`config.mk`:
```
export PLATFORM = sky130hd
export DESIGN_NAME = axil_apb_subsys
export DESIGN_NICKNAME = d
export VERILOG_FILES = /design/src/hdl/amba_pkg.sv /design/src/hdl/rr_arbiter.sv /design/src/hdl/axil2apb_bridge.sv /design/src/hdl/apb_decoder.sv /design/src/hdl/apb_reg_bank.sv /design/src/hdl/axil_apb_subsys.sv
export SDC_FILE = /design/constraint.sdc
export NUM_CORES = 1
export LEC_CHECK = 0
export ABC_AREA = 1
export ABC_CLOCK_PERIOD_IN_PS = 5400
export BUFFER_PORTS_ARGS = -buffer_cell sky130_fd_sc_hd__buf_2
export CORE_UTILIZATION = 25
export CTS_BUF_LIST = sky130_fd_sc_hd__clkbuf_16
export DETAILED_ROUTE_END_ITERATION = 8
export SLEW_MARGIN = 25
export SYNTH_ARGS = -nofsm -noshare
export SYNTH_HDL_FRONTEND = slang
export SYNTH_SLANG_ARGS = --single-unit
```
`constraint.sdc`:
```
create_clock -name clk -period 5.4 [get_ports clk]
set_input_delay 0.54 -clock clk [delete_from_list [all_inputs] [get_ports clk]]
set_output_delay 0.54 -clock clk [all_outputs]
set_load 0.02 [all_outputs]
```
`src/hdl/amba_pkg.sv`:
```
// Address is fixed at 12 bits and data at 32 bits and there are no IDs, bursts or user fields
package amba_pkg;

  // --------------------------------------------------
  // Widths
  // --------------------------------------------------
  localparam int ADDR_W = 12;
  localparam int DATA_W = 32;
  localparam int BYTE_W = 8;
  localparam int STRB_W = DATA_W / BYTE_W;
  localparam int PROT_W = 3;
  localparam int RESP_W = 2;

  // Address map
  // Bits 11..8 pick the bank, bits 4..2 the word, bits 7..5 must be zero
  localparam int BANK_SEL_LSB = 8;
  localparam int BANK_SEL_W = ADDR_W - BANK_SEL_LSB;
  localparam int NUM_WORDS = 8;
  localparam int CNT_WORD = 7;
  localparam int WORD_IDX_LSB = 2;
  localparam int WORD_IDX_W = $clog2(NUM_WORDS);

  // Index of the non-secure bit within prot
  localparam int PROT_NONSECURE = 1;

  // --------------------------------------------------
  // Vector types
  // --------------------------------------------------
  typedef logic [ADDR_W-1:0] addr_t;
  typedef logic [DATA_W-1:0] data_t;
  typedef logic [STRB_W-1:0] strb_t;
  typedef logic [PROT_W-1:0] prot_t;
  typedef logic [RESP_W-1:0] resp_t;
  typedef logic [BANK_SEL_W-1:0] bank_sel_t;
  typedef logic [WORD_IDX_W-1:0] word_idx_t;

  localparam resp_t RESP_OKAY = 2'b00;
  localparam resp_t RESP_SLVERR = 2'b10;

  // --------------------------------------------------
  // Channel structs
  // --------------------------------------------------
  typedef struct packed {addr_t addr; prot_t prot;} axil_aw_t;
  typedef struct packed {data_t data; strb_t strb;} axil_w_t;
  typedef struct packed {data_t data; resp_t resp;} axil_r_t;

  // One request shared by all completers, psel goes separately
  typedef struct packed {
    addr_t paddr;
    prot_t pprot;
    logic  pwrite;
    data_t pwdata;
    strb_t pstrb;
    logic  penable;
  } apb_req_t;

  typedef struct packed {
    data_t prdata;
    logic  pready;
    logic  pslverr;
  } apb_rsp_t;

endpackage

```
`src/hdl/rr_arbiter.sv`:
```
// Two requesters only and bit 1 is granted first after reset since the pointer starts at bit 0
`timescale 1ns/10ps

module rr_arbiter (
  input  logic       clk,
  input  logic       rst_n,
  input  logic [1:0] req,
  output logic [1:0] grant
);

  // Index of the requester granted most recently
  logic last_q;

  // --------------------------------------------------
  // Grant logic
  // --------------------------------------------------
  always_comb begin
    grant = 2'b00;
    if (req == 2'b11) begin
      // Tie goes to whoever did not win last time
      if (last_q) begin
        grant = 2'b01;
      end else begin
        grant = 2'b10;
      end
    end else begin
      // Single or no request passes straight through
      grant = req;
    end
  end

  // Pointer moves on every grant
  always_ff @(posedge clk) begin
    if (!rst_n) begin
      // Pretend bit 0 won last so bit 1 wins the first tie
      last_q <= 1'b0;
    end else if (|grant) begin
      last_q <= grant[1];
    end
  end

endmodule

```
`src/hdl/axil2apb_bridge.sv`:
```
// One AXI4-Lite transfer at a time with no IDs or bursts, and AW and W must arrive together
`timescale 1ns/10ps

module axil2apb_bridge (
  input  logic               clk,
  input  logic               rst_n,
  // AXI4-Lite write address and data
  input  amba_pkg::axil_aw_t aw,
  input  logic               awvalid,
  output logic               awready,
  input  amba_pkg::axil_w_t  w,
  input  logic               wvalid,
  output logic               wready,
  // Write response
  output amba_pkg::resp_t    bresp,
  output logic               bvalid,
  input  logic               bready,
  // Read address and data
  input  amba_pkg::addr_t    araddr,
  input  amba_pkg::prot_t    arprot,
  input  logic               arvalid,
  output logic               arready,
  output amba_pkg::axil_r_t  r,
  output logic               rvalid,
  input  logic               rready,
  // APB requester side
  output amba_pkg::apb_req_t apb_req,
  output logic               psel,
  input  amba_pkg::apb_rsp_t apb_rsp
);
  import amba_pkg::*;

  typedef enum logic [1:0] {
    ST_IDLE,
    ST_SETUP,
    ST_ACCESS,
    ST_RESP
  } state_t;

  state_t     state_q;
  state_t     state_d;
  logic [1:0] arb_req;
  logic [1:0] arb_grant;
  logic       wr_grant;
  logic       rd_grant;
  logic       any_grant;
  logic       apb_done;
  logic       resp_done;

  // Captured transfer
  addr_t      addr_q;
  prot_t      prot_q;
  data_t      wdata_q;
  strb_t      strb_q;
  logic       write_q;
  data_t      rdata_q;
  logic       err_q;

  // --------------------------------------------------
  // Read/write arbitration
  // --------------------------------------------------
  // Bit 1 is the write, bit 0 the read
  assign arb_req[1] = awvalid && wvalid && (state_q == ST_IDLE);
  assign arb_req[0] = arvalid && (state_q == ST_IDLE);

  rr_arbiter u_arb (
    .clk  (clk),
    .rst_n(rst_n),
    .req  (arb_req),
    .grant(arb_grant)
  );

  assign wr_grant = arb_grant[1];
  assign rd_grant = arb_grant[0];
  assign any_grant = wr_grant || rd_grant;

  // Completion events
  assign apb_done = (state_q == ST_ACCESS) && apb_rsp.pready;
  assign resp_done = write_q ? bready : rready;

  // --------------------------------------------------
  // State machine
  // --------------------------------------------------
  always_comb begin
    state_d = state_q;
    case (state_q)
      ST_IDLE: begin
        if (any_grant) begin
          state_d = ST_SETUP;
        end
      end
      ST_SETUP: begin
        state_d = ST_ACCESS;
      end
      ST_ACCESS: begin
        // Hold access phase until the completer is ready
        if (apb_rsp.pready) begin
          state_d = ST_RESP;
        end
      end
      ST_RESP: begin
        if (resp_done) begin
          state_d = ST_IDLE;
        end
      end
      default: begin
        state_d = ST_IDLE;
      end
    endcase
  end

  always_ff @(posedge clk) begin
    if (!rst_n) begin
      state_q <= ST_IDLE;
    end else begin
      state_q <= state_d;
    end
  end

  // Capture request on the grant
  always_ff @(posedge clk) begin
    if (any_grant) begin
      addr_q  <= wr_grant ? aw.addr : araddr;
      prot_q  <= wr_grant ? aw.prot : arprot;
      wdata_q <= w.data;
      // Reads carry no strobes on APB
      strb_q  <= wr_grant ? w.strb : '0;
      write_q <= wr_grant;
    end
  end

  // Capture completer answer at pready
  always_ff @(posedge clk) begin
    if (apb_done) begin
      rdata_q <= apb_rsp.prdata;
      err_q   <= apb_rsp.pslverr;
    end
  end

  // --------------------------------------------------
  // AXI4-Lite outputs
  // --------------------------------------------------
  assign awready = wr_grant;
  assign wready = wr_grant;
  assign arready = rd_grant;
  assign bvalid = (state_q == ST_RESP) && write_q;
  assign rvalid = (state_q == ST_RESP) && !write_q;
  assign bresp = err_q ? RESP_SLVERR : RESP_OKAY;
  assign r = '{data: rdata_q, resp: (err_q ? RESP_SLVERR : RESP_OKAY)};

  // APB outputs
  assign psel = (state_q == ST_SETUP) || (state_q == ST_ACCESS);
  assign apb_req = '{
    paddr:   addr_q,
    pprot:   prot_q,
    pwrite:  write_q,
    pwdata:  wdata_q,
    pstrb:   strb_q,
    penable: (state_q == ST_ACCESS)
  };

endmodule

```
`src/hdl/apb_decoder.sv`:
```
// Two banks only and bank 1 is secure, anything else gets an immediate SLVERR with zero data
`timescale 1ns/10ps

module apb_decoder (
  input  amba_pkg::apb_req_t apb_req,
  input  logic               psel,
  output amba_pkg::apb_rsp_t apb_rsp,
  output logic [1:0]         psel_bank,
  input  amba_pkg::apb_rsp_t rsp_bank0,
  input  amba_pkg::apb_rsp_t rsp_bank1
);
  import amba_pkg::*;

  bank_sel_t bank;
  logic      nonsecure;
  logic      hit0;
  logic      hit1;
  logic      access;

  // --------------------------------------------------
  // Address and protection decode
  // --------------------------------------------------
  assign bank = apb_req.paddr[BANK_SEL_LSB +: BANK_SEL_W];
  assign nonsecure = apb_req.pprot[PROT_NONSECURE];

  // Bank 0 takes any access
  assign hit0 = (bank == bank_sel_t'(0));
  // Bank 1 refuses non-secure traffic
  assign hit1 = (bank == bank_sel_t'(1)) && !nonsecure;

  assign access = psel && apb_req.penable;

  // Only the hit bank sees psel
  assign psel_bank[0] = psel && hit0;
  assign psel_bank[1] = psel && hit1;

  // --------------------------------------------------
  // Response mux
  // --------------------------------------------------
  always_comb begin
    if (hit0) begin
      apb_rsp = rsp_bank0;
    end else if (hit1) begin
      apb_rsp = rsp_bank1;
    end else begin
      // No bank selected so answer here without wait state
      apb_rsp.prdata  = '0;
      apb_rsp.pready  = access;
      apb_rsp.pslverr = access;
    end
  end

endmodule

```
`src/hdl/apb_reg_bank.sv`:
```
// Eight words with word 7 a read-only write count, and address bits 7 to 5 must be zero
`timescale 1ns/10ps

module apb_reg_bank (
  input  logic               clk,
  input  logic               rst_n,
  input  amba_pkg::apb_req_t apb_req,
  input  logic               psel,
  output amba_pkg::apb_rsp_t apb_rsp
);
  import amba_pkg::*;

  // Word CNT_WORD holds the write counter, the rest are plain registers
  data_t     regs [NUM_WORDS];
  data_t     rdata_q;
  logic      rd_err_q;
  logic      rd_done_q;
  word_idx_t idx;
  logic      pad_err;
  logic      access;
  logic      wr_err;
  logic      wr_ok;
  logic      rd_first;

  // --------------------------------------------------
  // Decode
  // --------------------------------------------------
  assign idx = apb_req.paddr[WORD_IDX_LSB +: WORD_IDX_W];
  // Gap between word index and bank field must be clear
  assign pad_err = |apb_req.paddr[BANK_SEL_LSB-1:WORD_IDX_LSB+WORD_IDX_W];

  assign access = psel && apb_req.penable;
  // Counter word is read-only
  assign wr_err = pad_err || (idx == word_idx_t'(CNT_WORD));
  assign wr_ok = access && apb_req.pwrite && !wr_err;
  // First access cycle of a read starts the wait state
  assign rd_first = access && !apb_req.pwrite && !rd_done_q;

  // --------------------------------------------------
  // Write path
  // --------------------------------------------------
  always_ff @(posedge clk) begin
    if (!rst_n) begin
      for (int i = 0; i < NUM_WORDS; i++) begin
        regs[i] <= '0;
      end
    end else if (wr_ok) begin
      // Lane by lane under pstrb
      for (int b = 0; b < STRB_W; b++) begin
        if (apb_req.pstrb[b]) begin
          regs[idx][BYTE_W*b +: BYTE_W] <= apb_req.pwdata[BYTE_W*b +: BYTE_W];
        end
      end
      regs[CNT_WORD] <= regs[CNT_WORD] + 1'b1;
    end
  end

  // --------------------------------------------------
  // Read path with one wait state
  // --------------------------------------------------
  always_ff @(posedge clk) begin
    if (!rst_n) begin
      rd_done_q <= 1'b0;
    end else begin
      rd_done_q <= rd_first;
    end
  end

  always_ff @(posedge clk) begin
    if (rd_first) begin
      // Bad offset reads back as zero
      rdata_q  <= pad_err ? '0 : regs[idx];
      rd_err_q <= pad_err;
    end
  end

  // Writes finish in the first access cycle
  always_comb begin
    apb_rsp.prdata  = rdata_q;
    apb_rsp.pready  = access && (apb_req.pwrite || rd_done_q);
    apb_rsp.pslverr = apb_rsp.pready && (apb_req.pwrite ? wr_err : rd_err_q);
  end

endmodule

```
`src/hdl/axil_apb_subsys.sv`:
```
// AXI4-Lite in front of two APB register banks and only one transfer is in flight at a time
`timescale 1ns/10ps

module axil_apb_subsys (
  input  logic               clk,
  input  logic               rst_n,
  input  amba_pkg::axil_aw_t aw,
  input  logic               awvalid,
  output logic               awready,
  input  amba_pkg::axil_w_t  w,
  input  logic               wvalid,
  output logic               wready,
  output amba_pkg::resp_t    bresp,
  output logic               bvalid,
  input  logic               bready,
  input  amba_pkg::addr_t    araddr,
  input  amba_pkg::prot_t    arprot,
  input  logic               arvalid,
  output logic               arready,
  output amba_pkg::axil_r_t  r,
  output logic               rvalid,
  input  logic               rready
);
  import amba_pkg::*;

  // --------------------------------------------------
  // APB fabric
  // --------------------------------------------------
  apb_req_t   apb_req;
  logic       psel;
  apb_rsp_t   apb_rsp;
  logic [1:0] psel_bank;
  apb_rsp_t   rsp_bank0;
  apb_rsp_t   rsp_bank1;

  axil2apb_bridge u_bridge (
    .clk    (clk),
    .rst_n  (rst_n),
    .aw     (aw),
    .awvalid(awvalid),
    .awready(awready),
    .w      (w),
    .wvalid (wvalid),
    .wready (wready),
    .bresp  (bresp),
    .bvalid (bvalid),
    .bready (bready),
    .araddr (araddr),
    .arprot (arprot),
    .arvalid(arvalid),
    .arready(arready),
    .r      (r),
    .rvalid (rvalid),
    .rready (rready),
    .apb_req(apb_req),
    .psel   (psel),
    .apb_rsp(apb_rsp)
  );

  apb_decoder u_dec (
    .apb_req  (apb_req),
    .psel     (psel),
    .apb_rsp  (apb_rsp),
    .psel_bank(psel_bank),
    .rsp_bank0(rsp_bank0),
    .rsp_bank1(rsp_bank1)
  );

  // Both banks see the same request
  apb_reg_bank bank0 (
    .clk    (clk),
    .rst_n  (rst_n),
    .apb_req(apb_req),
    .psel   (psel_bank[0]),
    .apb_rsp(rsp_bank0)
  );

  // Secure bank
  apb_reg_bank bank1 (
    .clk    (clk),
    .rst_n  (rst_n),
    .apb_req(apb_req),
    .psel   (psel_bank[1]),
    .apb_rsp(rsp_bank1)
  );

endmodule

```
==> results of run 1 <==
## worst max-delay path: stages (launching register included)
cell	delay [ps]
edfxtp_1	360
nor2_1	200
nand2_1	120
nor2_4	90
buf_4	480
nand2_2	270
nor2_2	210
nand2_4	290
nor2_4	340
nand2_1	270
nand2_1	390
## cell usage after synthesis (all sizes together) (6+ instances only)
master  instances
a21oi          78
a221oi         17
a22o           53
a22oi          52
a31oi          16
a41oi          15
buf            21
clkbuf        101
edfxtp        659
ha              6
inv           140
nand2         579
nand3          57
nand4          35
nor2          594
nor3           40
nor3b           6
o2111a          7
o211ai          6
o21ai          32
xor2            9
## metrics by stage
step | hold WS [ps] | cell area [um^2] | std cells | setup slack [ps] | power (mW)
after floorplan | 417 | 28500 | 2557 | 1680 | 7.24
after global placement | 461 | 30600 | 4067 | 2080 | 8.01
after detailed placement | 469 | 30600 | 4067 | 2020 | 8.03
after CTS | 58.4 | 32900 | 4192 | 2010 | 12.8
after global routing | 65.5 | 32900 | 4192 | 1760 | 13.1
final | 89.6 | 32900 | 4192 | 2000 | 12.7
## registers in the layout, indices dropped and copies added, names as in the netlist
name / cells
u_bridge.write_q: 1
bank0.rdata_q: 32
u_bridge.strb_q: 4
u_bridge.addr_q: 10
bank1.rdata_q: 32
bank1.regs: 256
u_bridge.wdata_q: 32
u_bridge.prot_q: 1
bank1.rd_err_q: 1
u_bridge.rdata_q: 32
u_bridge.state_q: 2
bank0.rd_err_q: 1
u_bridge.u_arb.last_q: 1
bank0.rd_done_q: 1
bank0.regs: 256
u_bridge.err_q: 1
bank1.rd_done_q: 1
## power breakdown
group | switching [mW] | leakage, nW | total, mW | internal, mW
registers | 0.129 | 6.71 | 6.12 | 5.99
clock network | 2.06 | 1.14 | 4.76 | 2.69
logic | 1.43 | 4.30 | 1.79 | 0.358
## area by class of cell
| type | count | area, um^2 |
|---|---|---|
| clock buffer | 73 | 1830 |
| clock inverter | 52 | 398 |
| fill | 11700 | 79800 |
| inverter | 144 | 542 |
| multi-input combinational | 1627 | 7590 |
| sequential | 664 | 19900 |
| tap | 1500 | 1880 |
| timing repair buffer | 132 | 746 |
## path summary, 6_finish.rpt
| path | startpoint | to | slack [ps] | cells after the start |
|---|---|---|---|---|
| min reg2reg | bank0.rd_done_q$_SDFF_PN0_ | bank0.rd_done_q$_SDFF_PN0_ | 480 | 1 |
| max reg2reg | u_bridge.addr_q[11]$_DFFE_PP_ | bank0.regs[4][28]$_SDFFCE_PN0P_ | 2000 | 10 |
| min | w[35] | u_bridge.wdata_q[31]$_DFFE_PP_ | 90 | 1 |
| max | u_bridge.addr_q[11]$_DFFE_PP_ | bank0.regs[4][28]$_SDFFCE_PN0P_ | 2000 | 10 |
## cell families (layout without fill, tap and decap cells)
kind of cell | after synthesis | after routing | share of synthesized area
buf+inv | 266 | 401 | 0.0361
xor+xnor | 10 | 10 | 0.00308
simple gates | 1320 | 1320 | 0.189
other cells | 1 | 2 | 0.000132
compound gates | 289 | 289 | 0.0705
flops | 664 | 664 | 0.699
fa+ha+maj | 6 | 6 | 0.00264
## metal layers
layer,GRT usage,part of all wire,vias up
met5,0,0.00033,-
met4,0.0358,0.022,4
met3,0.0260,0.082,111
met2,0.200,0.44,758
met1,0.196,0.46,9477
li1,-,-,9059
==> results.py, run 1 <==
metrics = {
    "worst_setup_path": {
        "cp-start-kind": "register",
        "arrival_ps": 3670,
        "path_max_fanout": 35,
        "worstPathRequired_ps": 5670,
        "worstSetupEndpointType": "register",
        "path_class": "register to register",
    },
    "routing": {
        "wl_um": 78600,
        "drtIter0Drc": 2259,
        "ant_nets": 0,
        "viasPerCell": 4.63,
        "wire_per_inst_um": 18.7,
        "drc": 0,
        "firstDrtPassIters": 7,
        "vias": 19400,
    },
    "yosys": {
        "synthArstFlopShare": 0,
        "avgSynthCellArea_um2": 11.1,
        "synth-edff-count": 659,
        "synth-seq-cells": 664,
        "yosysTopAreaCellShare": 0.695,
        "netlist.top_cell.by_area": "edfxtp_1",
        "yosysSeqAreaShare": 0.699,
        "synth_area_leaders": "edfxtp_1 (70%), nor2_1 (7.7%), nand2_1 (7.3%)",
        "synth_ff_type": "edfxtp_1",
        "ys_warn_count": 0,
        "syn_inst": 2556,
        "post_synth_num_cell_types": 46,
        "synth_area_mm2": 0.0285,
    },
    "power_and_ir_drop": {
        "p_leak_nw": 12.1,
        "powerDensity_mw_per_mm2": 386,
        "ir_worst_vdd_v": 0.000203,
    },
    "die": {
        "start_util": 0.253,
        "die_h_um": 339,
        "pin_count": 114,
        "fp.dieW_um": 339,
        "rows": 123,
        "die_area_mm2": 0.115,
        "core_area_mm2": 0.113,
    },
    "layout": {
        "utilization": 0.292,
        "layout_commonest_cell": "edfxtp_1",
        "drive_above_1_share": 0.104,
        "num-nets-final": 2717,
        "mostFrequentLayoutCells": "edfxtp_1 (659), nor2_1 (585), nand2_1 (552)",
        "n_antenna_cell": 0,
        "area_growth_pct": 15.5,
    },
    "sta": {
        "fmax_ghz": 0.294,
        "period_minus_slack_ps": 3400,
        "setup_tns_ps": 0,
        "slew_headroom": 0.331,
        "finalCritPeriodShare": 0.630,
        "finalClockSkew_ps": 35.8,
        "finalMaxSlewViolations": 0,
        "rsz0062_at_grt": "no",
        "hold_violations": 0,
        "setup_violations": 0,
        "worst_pin_slew_ps": 1000,
    },
    "global_routing": {
        "antenna_found_initial": 2,
        "grt_pass1_vias": 18600,
        "gr-total-overflow": 0,
        "grt_use_total": 0.134,
        "grt_pass1_wl_um": 117000,
        "grt_max_degree": 65,
    },
    "clocking": {
        "clk_latency_ps": 630,
        "clock_sinks": 664,
        "clock_path_buffers": 3,
        "cts_setup_buffers": 0,
        "clk_pin_slew_ps": 60,
        "cts_buffers": 69,
        "cts_resized": 0,
        "cts-root-buf": "clkbuf_16",
        "htree_levels": 3,
        "cts_hold_buf": 0,
        "cts_tree": "done",
    },
    "flow_run": {
        "drv_cap": 0,
    },
    "worst_hold_path": {
        "hp-class": "input pin to register",
    },
    "place": {
        "hpwl_um": 50900,
        "place_congestion": 0.857,
        "port_buffers": 103,
    },
    "run_status": {
        "status": "complete, no violations",
    },
}
Power figures use the tool's default switching activity.
==> run 2, diff against run 1 <==
--- a/config.mk
+++ b/config.mk
@@ -6,7 +6,7 @@
 export NUM_CORES = 1
 export LEC_CHECK = 0
 export ABC_AREA = 1
-export ABC_CLOCK_PERIOD_IN_PS = 5400
+export ABC_CLOCK_PERIOD_IN_PS = 2880
 export BUFFER_PORTS_ARGS = -buffer_cell sky130_fd_sc_hd__buf_2
 export CORE_UTILIZATION = 25
 export CTS_BUF_LIST = sky130_fd_sc_hd__clkbuf_16
==> constraint.sdc (replaced) <==
create_clock -name clk -period 2.88 [get_ports clk]
set_input_delay 0.288 -clock clk [delete_from_list [all_inputs] [get_ports clk]]
set_output_delay 0.288 -clock clk [all_outputs]
set_load 0.02 [all_outputs]
==> run 2 against run 1 <==
  * Critical path depth stayed put
  * Setup slack worse by 1800 ps
  * Critical endpoint is now bank0.regs[0][30]$_SDFFCE_PN0P_
  * Non-clock buffer count is 91 higher
  * Total power is 87% higher
  * Largest cell class unchanged
  * Hold slack better by 28 ps
  * Die area stayed put
  * Largest power group unchanged
  * Routed wire length is 0.66% higher
  * Clock skew is 8.8 ps lower
  * Fmax is 28% higher
  * First-iteration DRC count is 5.4% lower
  * Clock power is 80% higher
==> results.py, run 2 (synthesis results as in run 1) <==
metrics = {
    "power_and_ir_drop": {
        "p_seq_frac": 0.482,
        "powerDensity_mw_per_mm2": 703,
        "internal_power_mw": 16.9,
        "p_leak_nw": 12.6,
        "combinationalPowerShare": 0.155,
        "power.total_mw": 23.7,
        "power_switching_mw": 6.77,
        "ir_worst_vdd_v": 0.000371,
        "clockPowerShare": 0.362,
        "power_switching_share": 0.286,
    },
    "place": {
        "port_buffers": 103,
        "hpwl_um": 52400,
        "place_congestion": 0.860,
    },
    "sta": {
        "period_minus_slack_ps": 2660,
        "slew_headroom": 0.467,
        "finalCritPeriodShare": 0.923,
        "finalMaxSlewViolations": 0,
        "finalClockSkew_ps": 27.0,
        "hold_violations": 0,
        "worst_pin_slew_ps": 798,
        "fmax_ghz": 0.376,
        "rsz0062_at_grt": "no",
        "setup_tns_ps": 0,
        "setup_violations": 0,
        "hold_ws_ps": 118,
    },
    "die": {
        "core_area_mm2": 0.113,
        "fp.dieW_um": 339,
        "start_util": 0.253,
        "die_area_mm2": 0.115,
        "rows": 123,
        "pin_count": 114,
        "die_h_um": 339,
    },
    "routing": {
        "viasPerCell": 4.64,
        "drc": 0,
        "vias": 19900,
        "firstDrtPassIters": 6,
        "wl_um": 79100,
        "wire_per_inst_um": 18.5,
        "drtIter0Drc": 2136,
        "ant_nets": 0,
    },
    "worst_hold_path": {
        "hold_path_end": "u_bridge.u_arb.last_q$_SDFFE_PN0P_",
        "hp-class": "input pin to register",
        "whs_path_depth": 4,
        "min_from": "wvalid",
    },
    "worst_setup_path": {
        "cp-start-kind": "register",
        "cp_cell_sequence": "inv_1 -> ha_1 -> nand2_1 -> inv_1 -> nand2_2 -> nor2_2 -> nand2_4 -> nor2_4 -> nand2_1 -> nand2_1",
        "path_class": "register to register",
        "path_max_fanout": 9,
        "cp_common_cell": "nand2_1",
        "r2r_start": "u_bridge.state_q[1]$_SDFFE_PN0P_",
        "r2r-end": "bank0.regs[0][30]$_SDFFCE_PN0P_",
        "reg2regPathDepth": 10,
        "max_stage_delay_ps": 390,
        "r2r_setup_slack_ps": 220,
        "crit_slowest_cell": "dfxtp_1",
        "arrival_ps": 2940,
        "worstPathRequired_ps": 3170,
        "worstSetupEndpointType": "register",
    },
    "flow_run": {
        "drv_cap": 0,
    },
    "layout": {
        "largestRegisters": "bank0.regs: 256 flops, bank1.regs: 256 flops",
        "n_antenna_cell": 0,
        "drive_above_1_share": 0.110,
        "num-nets-final": 2807,
        "n_fill_cell": 11500,
        "mostFrequentLayoutCells": "edfxtp_1 (659), nor2_1 (585), nand2_1 (551)",
        "area_growth_pct": 18.6,
        "layout_commonest_cell": "edfxtp_1",
    },
    "clocking": {
        "cts_buffers": 68,
        "clk_pin_slew_ps": 70,
        "htree_levels": 3,
        "cts_tree": "done",
        "clock_path_buffers": 3,
        "cts-root-buf": "clkbuf_16",
        "clk_latency_ps": 630,
        "clock_sinks": 664,
    },
    "global_routing": {
        "antenna_found_initial": 1,
        "gr-total-overflow": 0,
        "grt_pass1_wl_um": 117000,
        "grt_max_degree": 67,
        "grt_use_total": 0.135,
        "grt_pass1_vias": 18900,
    },
    "run_status": {
        "status": "complete, no violations",
    },
}
==> run 2: cell types whose count changed in the layout (fill, tap and decap cells not counted), moves of 2 or more <==
cell and delta:
inv_1 +7, clkinv_2 -9, clkbuf_16 -2, nor3_4 +2
buf_12 +14, o21ai_0 +3, clkinvlp_4 -2, dlygate4sd3_1 +52
o21ai_1 -3, buf_4 +25, nor3_2 -2
==> run 2: repair_timing <==
item,in CTS,in global routing
hold buffers,52,0
resized for setup,0,1
endpoints found under the setup margin,0,8
endpoints found under the hold margin,44,0
buffers inserted,0,0
==> run 2: stage by stage <==
step	std cells	setup WS, ps	utilization	cell area [um^2]
floorplan	2557	176	-	28500
global placement	4106	259	0.276	31100
detailed placement	4106	208	0.276	31100
CTS	4277	206	0.300	33800
global route	4277	45.0	0.300	33800
finish	4277	223	0.300	33800
==> run 2: power groups by stage <==
stage	sequential (mW)	combinational (mW)	clock, mW
floorplan	11.6	1.94	0
global placement	11.6	3.58	0
detailed placement	11.6	3.60	0
CTS	11.4	3.69	8.71
global route	11.5	3.96	9.04
finish	11.4	3.69	8.59
==> run 2: worst max-delay path by stage <==
stage,start,endpoint,slack [ps],cells past startpoint
2_1_floorplan,u_bridge.state_q[1]$_SDFFE_PN0P_,bank1.rd_err_q$_DFFE_PP_,180,6
3_3_place_gp,u_bridge.state_q[1]$_SDFFE_PN0P_,bank0.regs[0][30]$_SDFFCE_PN0P_,260,10
3_5_place_dp,u_bridge.state_q[1]$_SDFFE_PN0P_,bank0.regs[1][30]$_SDFFCE_PN0P_,210,10
4_1_cts,u_bridge.state_q[1]$_SDFFE_PN0P_,bank0.regs[1][26]$_SDFFCE_PN0P_,210,10
5_1_grt,u_bridge.state_q[1]$_SDFFE_PN0P_,bank0.regs[0][30]$_SDFFCE_PN0P_,40,10
6_report,u_bridge.state_q[1]$_SDFFE_PN0P_,bank0.regs[0][30]$_SDFFCE_PN0P_,220,10
==> run 2: worst max-delay path, delay by kind of cell (launching register included) <==
family / cells / cell delay (ps)
adder cells (fa/ha/maj): 1 / 310
flip-flops: 1 / 390
buffers and inverters: 2 / 170
AND/OR/NAND/NOR: 7 / 1470
==> run 2: final cells by class <==
class / count / area (um^2) / area share
clock buffers: 71 / 1780 / 0.0526
well taps: 1500 / 1880 / 0.0556
inverters: 144 / 541 / 0.0160
clock inverters: 48 / 334 / 0.00990
multi-input cells: 1627 / 7610 / 0.225
flip-flops and latches: 664 / 19900 / 0.589
repair buffers: 223 / 1730 / 0.0514
==> run 2: metal layers <==
layer	global-route usage	wire length, um	share of wire	up-vias
li1	-	-	-	9228
met1	0.196	35300	0.45	9670
met2	0.204	35000	0.44	855
met3	0.0253	7110	0.090	107
met4	0.0353	1670	0.021	0
met5	0	0	0	-
